`src/include/log_params.svh`:
```
// event log parameters
`ifndef LOG_PARAMS_SVH
`define LOG_PARAMS_SVH

// user data carried with each event
`define LOG_DATA_W 32

// width of the cycle stamp and of the sequence stamp
`define LOG_STAMP_W 16

// log2 of the number of stored entries
`define LOG_DEPTH_LOG2 4

// burst length field, beats = length + 1
`define LOG_ARLEN_W 8

// derived sizes

// one stored entry holds data plus two stamps
`define LOG_ENTRY_W (`LOG_DATA_W + 2 * `LOG_STAMP_W)

`define LOG_DEPTH (1 << `LOG_DEPTH_LOG2)

`endif
```
`src/rtl/log_read_pkg.sv`:
```
// burst read types
`include "log_params.svh"

package log_read_pkg;

   // burst length field as seen on the read request
   // number of beats is this value plus one
   typedef logic [`LOG_ARLEN_W-1:0] arlen_t;

   // remaining beats of the active burst
   // one bit wider so a full-length burst of 256 beats fits
   typedef logic [`LOG_ARLEN_W:0] beats_t;

endpackage

```
`src/rtl/log_entry_pkg.sv`:
```
// log entry types
`include "log_params.svh"

package log_entry_pkg;

   // one cycle or sequence stamp
   typedef logic [`LOG_STAMP_W-1:0] log_stamp_t;

   // field view of an entry, user data in the upper bits
   typedef struct packed {
      logic [`LOG_DATA_W-1:0] data;
      log_stamp_t             cycle;
      log_stamp_t             seq;
   } log_fields_t;

   // the stamper builds the word by fields
   // the buffer stores it and hands it out raw
   typedef union packed {
      logic [`LOG_ENTRY_W-1:0] raw;
      log_fields_t             fields;
   } log_entry_u;

   // buffer pointer, top bit is the wrap bit
   typedef logic [`LOG_DEPTH_LOG2:0] log_ptr_t;

   // fill count, 0 up to the full depth
   typedef logic [`LOG_DEPTH_LOG2:0] log_count_t;

endpackage

```
`src/rtl/event_log.sv`:
```
// event log top
`timescale 1ns/100ps
`include "log_params.svh"

module event_log
   import log_entry_pkg::*;
   import log_read_pkg::*;
(
   input  logic                    clk,
   input  logic                    rstn,

   // event capture
   input  logic                    wvalid,
   input  logic [`LOG_DATA_W-1:0]  wdata,

   // burst request
   input  logic                    arvalid,
   input  arlen_t                  arlen,

   // read data beats
   input  logic                    rready,
   output logic                    rvalid,
   output logic                    rlast,
   output logic [`LOG_ENTRY_W-1:0] rdata,

   // entries currently held
   output log_count_t              size
);

   // stamper to buffer
   logic       entry_valid;
   log_entry_u entry;

   // read port to buffer
   logic       pop;

   event_stamper u_stamper (
      .clk         (clk),
      .rstn        (rstn),
      .wvalid      (wvalid),
      .wdata       (wdata),
      .entry_valid (entry_valid),
      .entry       (entry)
   );

   // the registered head is the read data
   log_buffer u_buffer (
      .clk         (clk),
      .rstn        (rstn),
      .entry_valid (entry_valid),
      .entry       (entry),
      .pop         (pop),
      .head        (rdata),
      .size        (size)
   );

   read_port u_read_port (
      .clk         (clk),
      .rstn        (rstn),
      .arvalid     (arvalid),
      .arlen       (arlen),
      .rready      (rready),
      .rvalid      (rvalid),
      .rlast       (rlast),
      .pop         (pop)
   );

endmodule

```
`src/rtl/read_port.sv`:
```
// burst read port
`timescale 1ns/100ps

module read_port
   import log_read_pkg::*;
(
   input  logic   clk,
   input  logic   rstn,

   // burst request
   input  logic   arvalid,
   input  arlen_t arlen,

   // data beat handshake
   input  logic   rready,
   output logic   rvalid,
   output logic   rlast,

   // one entry consumed from the buffer
   output logic   pop
);

   beats_t remaining;
   beats_t burst_beats;
   logic   beat_done;

   // widen before the increment so 255 gives 256 beats
   assign burst_beats = beats_t'(arlen) + beats_t'(1);

   // valid for as long as beats are left
   assign rvalid = (remaining != '0);

   // final beat of the burst
   assign rlast = (remaining == beats_t'(1));

   assign beat_done = rvalid & rready;

   // each accepted beat takes the head entry
   assign pop = beat_done;

   // remaining-beat counter
   // a new request is only legal with no burst in flight
   always_ff @(posedge clk) begin
      if (!rstn) begin
         remaining <= '0;
      end else if (arvalid) begin
         remaining <= burst_beats;
      end else if (beat_done) begin
         remaining <= remaining - beats_t'(1);
      end
   end

endmodule

```
`src/rtl/log_buffer.sv`:
```
// circular log buffer
`timescale 1ns/100ps
`include "log_params.svh"

module log_buffer
   import log_entry_pkg::*;
(
   input  logic                    clk,
   input  logic                    rstn,

   // stamped entries from the input side
   input  logic                    entry_valid,
   input  log_entry_u              entry,

   // accepted read beat from the read port
   input  logic                    pop,

   // oldest entry and current fill level
   output logic [`LOG_ENTRY_W-1:0] head,
   output log_count_t              size
);

   logic [`LOG_ENTRY_W-1:0] mem [0:`LOG_DEPTH-1];

   log_ptr_t wr_ptr;
   log_ptr_t rd_ptr;
   log_ptr_t next_rd_ptr;

   logic [`LOG_DEPTH_LOG2-1:0] wr_addr;
   logic [`LOG_DEPTH_LOG2-1:0] head_addr;

   logic full;
   logic drop_oldest;
   logic rd_adv;

   // same slot with different wrap bits means every slot is in use
   assign full = (wr_ptr[`LOG_DEPTH_LOG2-1:0] == rd_ptr[`LOG_DEPTH_LOG2-1:0]) &&
                 (wr_ptr[`LOG_DEPTH_LOG2] != rd_ptr[`LOG_DEPTH_LOG2]);

   // a new entry into a full log pushes the oldest one out
   assign drop_oldest = full & entry_valid;

   // read side moves on a beat or on an overwrite, never twice
   assign rd_adv = pop | drop_oldest;

   assign next_rd_ptr = rd_ptr + log_ptr_t'(rd_adv);

   assign wr_addr   = wr_ptr[`LOG_DEPTH_LOG2-1:0];
   assign head_addr = next_rd_ptr[`LOG_DEPTH_LOG2-1:0];

   // pointer update
   always_ff @(posedge clk) begin
      if (!rstn) begin
         wr_ptr <= '0;
         rd_ptr <= '0;
      end else begin
         if (entry_valid) begin
            wr_ptr <= wr_ptr + log_ptr_t'(1);
         end
         rd_ptr <= next_rd_ptr;
      end
   end

   // storage, the entry word is kept as a raw vector
   always_ff @(posedge clk) begin
      if (entry_valid) begin
         mem[wr_addr] <= entry.raw;
      end
   end

   // head looks one address ahead so it is ready right after a pop
   // an entry written at an edge shows up here one edge later
   always_ff @(posedge clk) begin
      head <= mem[head_addr];
   end

   // fill count follows pushes minus pops
   // push and pop together hold it, which keeps it at depth on overwrite
   always_ff @(posedge clk) begin
      if (!rstn) begin
         size <= '0;
      end else begin
         case ({entry_valid, rd_adv})
            2'b10: begin
               size <= size + log_count_t'(1);
            end
            2'b01: begin
               size <= size - log_count_t'(1);
            end
            default: begin
               size <= size;
            end
         endcase
      end
   end

endmodule

```
`src/rtl/event_stamper.sv`:
```
// event input stamper
`timescale 1ns/100ps
`include "log_params.svh"

module event_stamper
   import log_entry_pkg::*;
(
   input  logic                   clk,
   input  logic                   rstn,

   // raw event strobe and its payload
   input  logic                   wvalid,
   input  logic [`LOG_DATA_W-1:0] wdata,

   // stamped entry towards the buffer
   output logic                   entry_valid,
   output log_entry_u             entry
);

   log_stamp_t cycle_cnt;
   log_stamp_t seq_cnt;

   // free-running cycle count
   // starts at 0 in the first cycle out of reset and wraps
   always_ff @(posedge clk) begin
      if (!rstn) begin
         cycle_cnt <= '0;
      end else begin
         cycle_cnt <= cycle_cnt + log_stamp_t'(1);
      end
   end

   // number of events captured before the current one
   always_ff @(posedge clk) begin
      if (!rstn) begin
         seq_cnt <= '0;
      end else if (wvalid) begin
         seq_cnt <= seq_cnt + log_stamp_t'(1);
      end
   end

   // pack by fields, the stamps are the values before this edge
   always_comb begin
      entry.fields.data  = wdata;
      entry.fields.cycle = cycle_cnt;
      entry.fields.seq   = seq_cnt;
   end

   // no back-pressure on the write side
   assign entry_valid = wvalid;

endmodule

```
`config.mk`:
```
export PLATFORM = sky130hd
export DESIGN_NAME = event_log
export DESIGN_NICKNAME = d
export VERILOG_FILES = /design/src/rtl/log_read_pkg.sv /design/src/rtl/log_entry_pkg.sv /design/src/rtl/event_log.sv /design/src/rtl/read_port.sv /design/src/rtl/log_buffer.sv /design/src/rtl/event_stamper.sv
export VERILOG_INCLUDE_DIRS = /design/src /design/src/include
export SDC_FILE = /design/constraint.sdc
export NUM_CORES = 1
export LEC_CHECK = 0
export BUFFER_PORTS_ARGS = -buffer_cell sky130_fd_sc_hd__buf_2
export CORE_MARGIN = 1.5
export CORE_UTILIZATION = 45
export DETAILED_ROUTE_END_ITERATION = 10
export PLACE_DENSITY = 0.7
export REMOVE_ABC_BUFFERS = 1
export SETUP_SLACK_MARGIN = 0.02
export SLEW_MARGIN = 20
export SYNTH_ARGS = -nofsm -noshare
export SYNTH_HDL_FRONTEND = slang
export SYNTH_SLANG_ARGS = --single-unit
```
`constraint.sdc`:
```
create_clock -name clk -period 5.4 [get_ports clk]
set_input_delay 0.54 -clock clk [delete_from_list [all_inputs] [get_ports clk]]
set_output_delay 0.54 -clock clk [all_outputs]
set_load 0.01 [all_outputs]
```
After elaboration in Yosys (flattened, before gate mapping)
Memories as Yosys holds them, arrays and structs flattened. A register that Yosys moved wholly into a read port is not among the register bits.
Cells that the tools add are included.
{"block": "word_totals", "in_bits": 45, "n_memories": 1, "ff_bits": 56, "mem_bits_rw": 1024, "word_cells": 32, "out_inout_bits": 71}
{"block": "op_classes", "reduce_logical": 4, "addsub": 8, "bitwise_logic": 3, "n_eq_ne": 5, "n_mux": 5}
{"memory": "u_buffer.mem", "words": 16, "width": 64, "read_ports": 1, "rd_ports_with_merged_regs": 1, "wr": 1, "line_no": "log_buffer.sv:23", "text": "logic [`LOG_ENTRY_W-1:0] mem [0:`LOG_DEPTH-1];"}
{"operator": "16-bit by 1-bit adder with 16-bit output (second input constant)", "count": 2}
{"operator": "9-bit two-way mux", "count": 2}
{"operator": "5-bit by 1-bit adder with 5-bit output (second input constant)", "count": 2}
{"operator": "5-bit case mux with 2 select lines", "count": 1}
{"operator": "8-bit by 1-bit adder with 9-bit output (second input constant)", "count": 1}
{"operator": "9-bit by 1-bit == test with 1-bit output (second input constant)", "count": 1}
{"operator": "9-bit nonzero test", "count": 1}
{"operator": "9-bit by 1-bit subtractor with 9-bit output (second input constant)", "count": 1}
{"operator": "5-bit by 1-bit adder with 5-bit output", "count": 1}
{"operator": "5-bit by 1-bit subtractor with 5-bit output (second input constant)", "count": 1}
{"operator": "4-bit == test", "count": 1}
{"operator": "2-bit nonzero test", "count": 2}
{"operator": "1-bit bitwise AND", "count": 2}
{"operator": "2-bit by 1-bit == test with 1-bit output (second input constant)", "count": 1}
{"operator": "2-bit == test (second input constant)", "count": 1}
{"operator": "1-bit two-way mux", "count": 2}
{"operator": "1-bit logical AND", "count": 1}
{"operator": "1-bit != test", "count": 1}
{"operator": "1-bit OR", "count": 1}

Logic depth before layout (Yosys ltp)
{"block": "depth", "word_depth": 6, "depth_mapped": 13, "depth_no_buf": 11}

Cells and area by module
Synthesis repeated with hierarchy kept, for this count alone.
{"block": "hier_totals", "cells_unflattened": 1877, "area_unflattened_um2": 43153.9}
{"module": "log_buffer", "instances": 1, "seq_area_each_um2": 32331.0, "cells_per_inst": 1590, "area_each_um2": 40660.2}
{"module": "event_stamper", "instances": 1, "seq_area_each_um2": 640.6, "cells_per_inst": 199, "area_each_um2": 1739.2}
{"module": "read_port", "instances": 1, "seq_area_each_um2": 180.2, "cells_per_inst": 88, "area_each_um2": 754.5}

Worst setup path after synthesis
Ideal clock, no wire load.
{"block": "synth_timing", "kind": "register -> register", "start": "reg u_read_port.remaining[0]", "end": "reg u_buffer.head[0], read port of u_buffer.mem", "t_arrival_ns": 3.207, "setup_ns": 0.134, "path_buffers": 3, "t_required_ns": 5.266, "path_slack_ns": 2.059, "stages_incl_launch_ff": 14, "synth_period_minus_slack_ns": 3.341, "path_cell_list": "dfxtp_1 > inv_1 > ha_1 > nor4b_4 > a21boi_2 > a31oi_1 > inv_1 > ha_1 > ha_1 > clkbuf_1 > clkbuf_1 > clkbuf_1 > mux4_2 > mux4_2"}
{"block": "synth_via", "elab_chain_cells": 4}
{"element": "start: declaration", "line_no": "read_port.sv:23", "text": "beats_t remaining;"}
{"element": "start signal: assignment", "line_no": "read_port.sv:47", "text": "remaining <= burst_beats;"}
{"element": "start signal: assignment", "line_no": "read_port.sv:49", "text": "remaining <= remaining - beats_t'(1);"}
{"element": "9-bit nonzero test", "line_no": "read_port.sv:31", "text": "assign rvalid = (remaining != '0);"}
{"element": "1-bit bitwise AND", "line_no": "read_port.sv:36", "text": "assign beat_done = rvalid & rready;"}
{"element": "1-bit OR", "line_no": "log_buffer.sv:44", "text": "assign rd_adv = pop | drop_oldest;"}
{"element": "5-bit by 1-bit adder with 5-bit output", "line_no": "log_buffer.sv:46", "text": "assign next_rd_ptr = rd_ptr + log_ptr_t'(rd_adv);"}
{"element": "via u_buffer.next_rd_ptr[1]", "line_no": "log_buffer.sv:27", "text": "log_ptr_t next_rd_ptr;"}
{"element": "end: declaration", "line_no": "log_buffer.sv:19", "text": "output logic [`LOG_ENTRY_W-1:0] head,"}
The timed path passes the listed nets, and every way through them passes these cells.
A chain may end at the register's enable or synchronous reset.

Final worst setup path
{"block": "layout_timing", "start": "reg u_read_port.remaining[0]", "end": "reg u_buffer.head[30], read port of u_buffer.mem"}
The elaborated chain is that of the path after synthesis.

==> metrics <==
overall via count from detail_route 19,243; endpoint type of the worst setup path flip-flop; initial antenna violation count 1; critical path depth 11; flip-flop and latch count after synthesis 1,144; Crit path required time 5.93 ns; leading register cell type out of synthesis sky130_fd_sc_hd__edfxtp_1; data arrival time at the worst-slack endpoint 4.49 ns; number of sinks on the clock net 1,144; Reg-to-Reg Start u_read_port.remaining[0]; Clock H-tree levels 3; standard-cell row count 112; class of the tightest hold or removal check in -> reg; clock-pin slew on the worst setup and hold paths 0.06 ns; Finish-stage setup viols 0; largest net degree at the start of global routing 65; RSZ-0062 raised after global routing no; FMAX 0.253 GHz; Synthesis Warnings 0; max capacitance violation total 0; DR WL/cell 26.3 um; Die Area 0.0967 mm2; area share of fa/ha/maj cells after synthesis 0.00486; total negative setup slack 0 ns; post-synthesis simple-gate area fraction 0.0197; kind of cell adding the most delay to the critical path adder cells; main combinational cell family by area after synthesis multiplexers; worst slew pin tran 1.10 ns; CP Launch Point u_read_port.remaining[0]; clock insertion delay at the later pin of the skew report 0.69 ns; setup repair bufs after CTS 0; filler instances 7,190; cell type of the slowest stage on the worst timing path sky130_fd_sc_hd__ha_4; GPL Wtd Cong 0.734; Worst R2R Setup Slack 1.45 ns; half-perimeter wire length after placement 44,000 um; portion of netlist area occupied by mux cells 0.170; Std-Cell Core Area 0.0936 mm2; number of antenna diodes 0; via count of the first global-routing pass 20,212; Global Route Usage Sum 0.183; nets 2,067; cts repair resizes 0; outcome finished clean; worst setup path class reg -> reg; largest vdd supply drop 0.237 mV; Worst R2R Path Depth 11; fraction of layout instances using a drive strength above 1 0.320; total chip power 19.6 mW; Leak Pwr 15.5 nW; Root Driver sky130_fd_sc_hd__clkbuf_16; EDFF count, synth 1,024; area added between synthesis and finish 13.5%; number of nets with antenna violations after routing 0; die width 311 um; boundary pin count 116; die extent in y 311 um; type of element launching the critical path flip-flop; Critical Path Sink u_buffer.head[30]; total clock buffers created by CTS 112; number of remaining DRC errors 0; GRT overflow 0; wire length of the first global-routing pass 131,000 um; count of pins over their slew limit 0; Rel. slew slack 0.266; commonest cells after routing, fill and taps aside sky130_fd_sc_hd__edfxtp_1 (1,024), sky130_fd_sc_hd__mux4_2 (319), sky130_fd_sc_hd__dfxtp_1 (120), sky130_fd_sc_hd__buf_2 (115), sky130_fd_sc_hd__clkbuf_16 (114); 1st-pass router iterations 7; clock tree from TritonCTS done; register area share after synthesis 0.776; Cell Chain, Critical Path inv_1, ha_1, nor4b_4, a21boi_2, a31oi_1, inv_1, ha_4, ha_4, buf_12, mux4_2, mux4_2; library cells used by synthesis 53; Avg Cell Area, Syn 23.4 um2; Fin. Hold Viols 0; hold buffers post-CTS 0; fraction of synthesized cell area in xor and xnor cells 0.00964; final cycle utilization of the critical path 0.732; total power per unit cell area 405 mW/mm2; endpoint of the lowest-slack register-to-register path u_buffer.head[30]; area fraction in compound gates after synthesis 0.00580; worst setup slack before clock tree synthesis 1.43 ns; maximum net fanout on the critical path 57; number of cells produced by synthesis 1,821; # placed instances 3,145; Crit path buffers/inverters 3; final wirelength 88,400 um; via density per instance 5.73; maximum clock insertion buffer count 3; delay of the slowest critical-path stage 0.88 ns; clock period minus worst slack 3.95 ns; async set-or-reset flop fraction in the synthesized netlist 0; combined area of all synthesized cells 0.0427 mm2; Starting Density 0.456; initial drt markers 2,005; most common cell after layout, fill and taps aside sky130_fd_sc_hd__edfxtp_1; final setup skew 0.0285 ns; Worst Slack Setup Final 1.45 ns; port buffer count 115; final cell count without fillers 3,356
-- how the worst min path moves through the flow --
stage                startpoint                        to  slack [ns]  cells past startpoint
3_5_place_dp   u_buffer.size[3]          u_buffer.size[3]        0.51                      2
2_1_floorplan  u_buffer.size[3]          u_buffer.size[3]        0.50                      2
6_report               arlen[0]  u_read_port.remaining[0]         0.1                      2
4_1_cts                arlen[0]  u_read_port.remaining[0]        0.07                      2
3_3_place_gp   u_buffer.size[3]          u_buffer.size[3]        0.47                      2
5_1_grt                arlen[0]  u_read_port.remaining[0]        0.09                      2
-- cell families after synthesis --
family          Yosys count
flops                  1144
mux                     326
simple gates            158
buf+inv                  94
xor+xnor                 47
compound gates           36
fa+ha+maj                16
-- area by class of cell --
cell class | instances | area (um2) | area share
timing repair buffer | 154 | 1010 | 0.0209
clock inverter | 61 | 522 | 0.0108
clock buffer | 149 | 3110 | 0.0642
tap | 1254 | 1570 | 0.0324
multi-input combinational | 583 | 9070 | 0.187
inverter | 11 | 41.3 | 0.000852
sequential | 1144 | 33200 | 0.684
-- registers in the layout, indices dropped and copies added, names as in the netlist --
name and cells:
u_stamper.cycle_cnt 16, u_buffer.mem 1024, u_buffer.head 64, u_buffer.size 5
u_buffer.rd_ptr 5, u_stamper.seq_cnt 16, u_read_port.remaining 9, u_buffer.wr_ptr 5
-- report_power, final --
group	internal (mW)	switching (mW)
Clock	4.35	3.27
Combinational	1.07	0.947
Sequential	9.84	0.150
Total	15.3	4.37
-- cells in the mapped netlist, types with 2 or more instances --
master	instances	share of area
sky130_fd_sc_hd__a21oi_1	9	0.0011
sky130_fd_sc_hd__edfxtp_1	1024	0.72
sky130_fd_sc_hd__xor2_1	21	0.0043
sky130_fd_sc_hd__buf_2	10	0.0012
sky130_fd_sc_hd__nor4_1	3	0.00044
sky130_fd_sc_hd__nand4_1	9	0.0013
sky130_fd_sc_hd__and2_1	21	0.0031
sky130_fd_sc_hd__mux2i_1	5	0.0012
sky130_fd_sc_hd__buf_1	11	0.00097
sky130_fd_sc_hd__and3_1	7	0.0010
sky130_fd_sc_hd__dfxtp_1	120	0.056
sky130_fd_sc_hd__mux4_2	319	0.17
sky130_fd_sc_hd__nand3_1	17	0.0020
sky130_fd_sc_hd__o21a_1	4	0.00070
sky130_fd_sc_hd__a21o_1	2	0.00035
sky130_fd_sc_hd__nor2_1	46	0.0040
sky130_fd_sc_hd__and4_1	3	0.00062
sky130_fd_sc_hd__nor3b_1	3	0.00053
sky130_fd_sc_hd__ha_1	15	0.0044
sky130_fd_sc_hd__inv_1	10	0.00088
sky130_fd_sc_hd__clkbuf_1	35	0.0031
sky130_fd_sc_hd__a211oi_1	5	0.00088
sky130_fd_sc_hd__nand2_1	21	0.0018
sky130_fd_sc_hd__buf_4	2	0.00035
sky130_fd_sc_hd__xnor2_1	26	0.0053
sky130_fd_sc_hd__nor3_1	12	0.0014
sky130_fd_sc_hd__or3_1	6	0.00088
sky130_fd_sc_hd__buf_6	24	0.0063
sky130_fd_sc_hd__o21ai_0	7	0.00082
-- metal layers --
layer / vias to the layer above / track usage / part of all wire
li1: 8041 / - / -
met1: 10335 / 0.259 / 0.42
met2: 721 / 0.296 / 0.49
met3: 146 / 0.0310 / 0.070
met4: 0 / 0.0533 / 0.020
met5: - / 0 / 0
-- metrics by stage --
step                      utilization  hold WS [ns]  area, um2
after floorplan                     -         0.498      42200
after global placement          0.479         0.469      44800
after detailed placement        0.479         0.512      44800
after CTS                       0.518        0.0672      48500
after global routing            0.518        0.0902      48500
final                           0.518        0.0966      48500
-- worst register-to-register path, stage by stage (launching register included) --
cell and delay (ns):
sky130_fd_sc_hd__dfxtp_1 0.33, sky130_fd_sc_hd__inv_1 0.12, sky130_fd_sc_hd__ha_1 0.21, sky130_fd_sc_hd__nor4b_4 0.31
sky130_fd_sc_hd__a21boi_2 0.20, sky130_fd_sc_hd__a31oi_1 0.19, sky130_fd_sc_hd__inv_1 0.10, sky130_fd_sc_hd__ha_4 0.17
sky130_fd_sc_hd__ha_4 0.88, sky130_fd_sc_hd__buf_12 0.43, sky130_fd_sc_hd__mux4_2 0.39, sky130_fd_sc_hd__mux4_2 0.49
No activity file was read; power rests on OpenSTA's default activity.
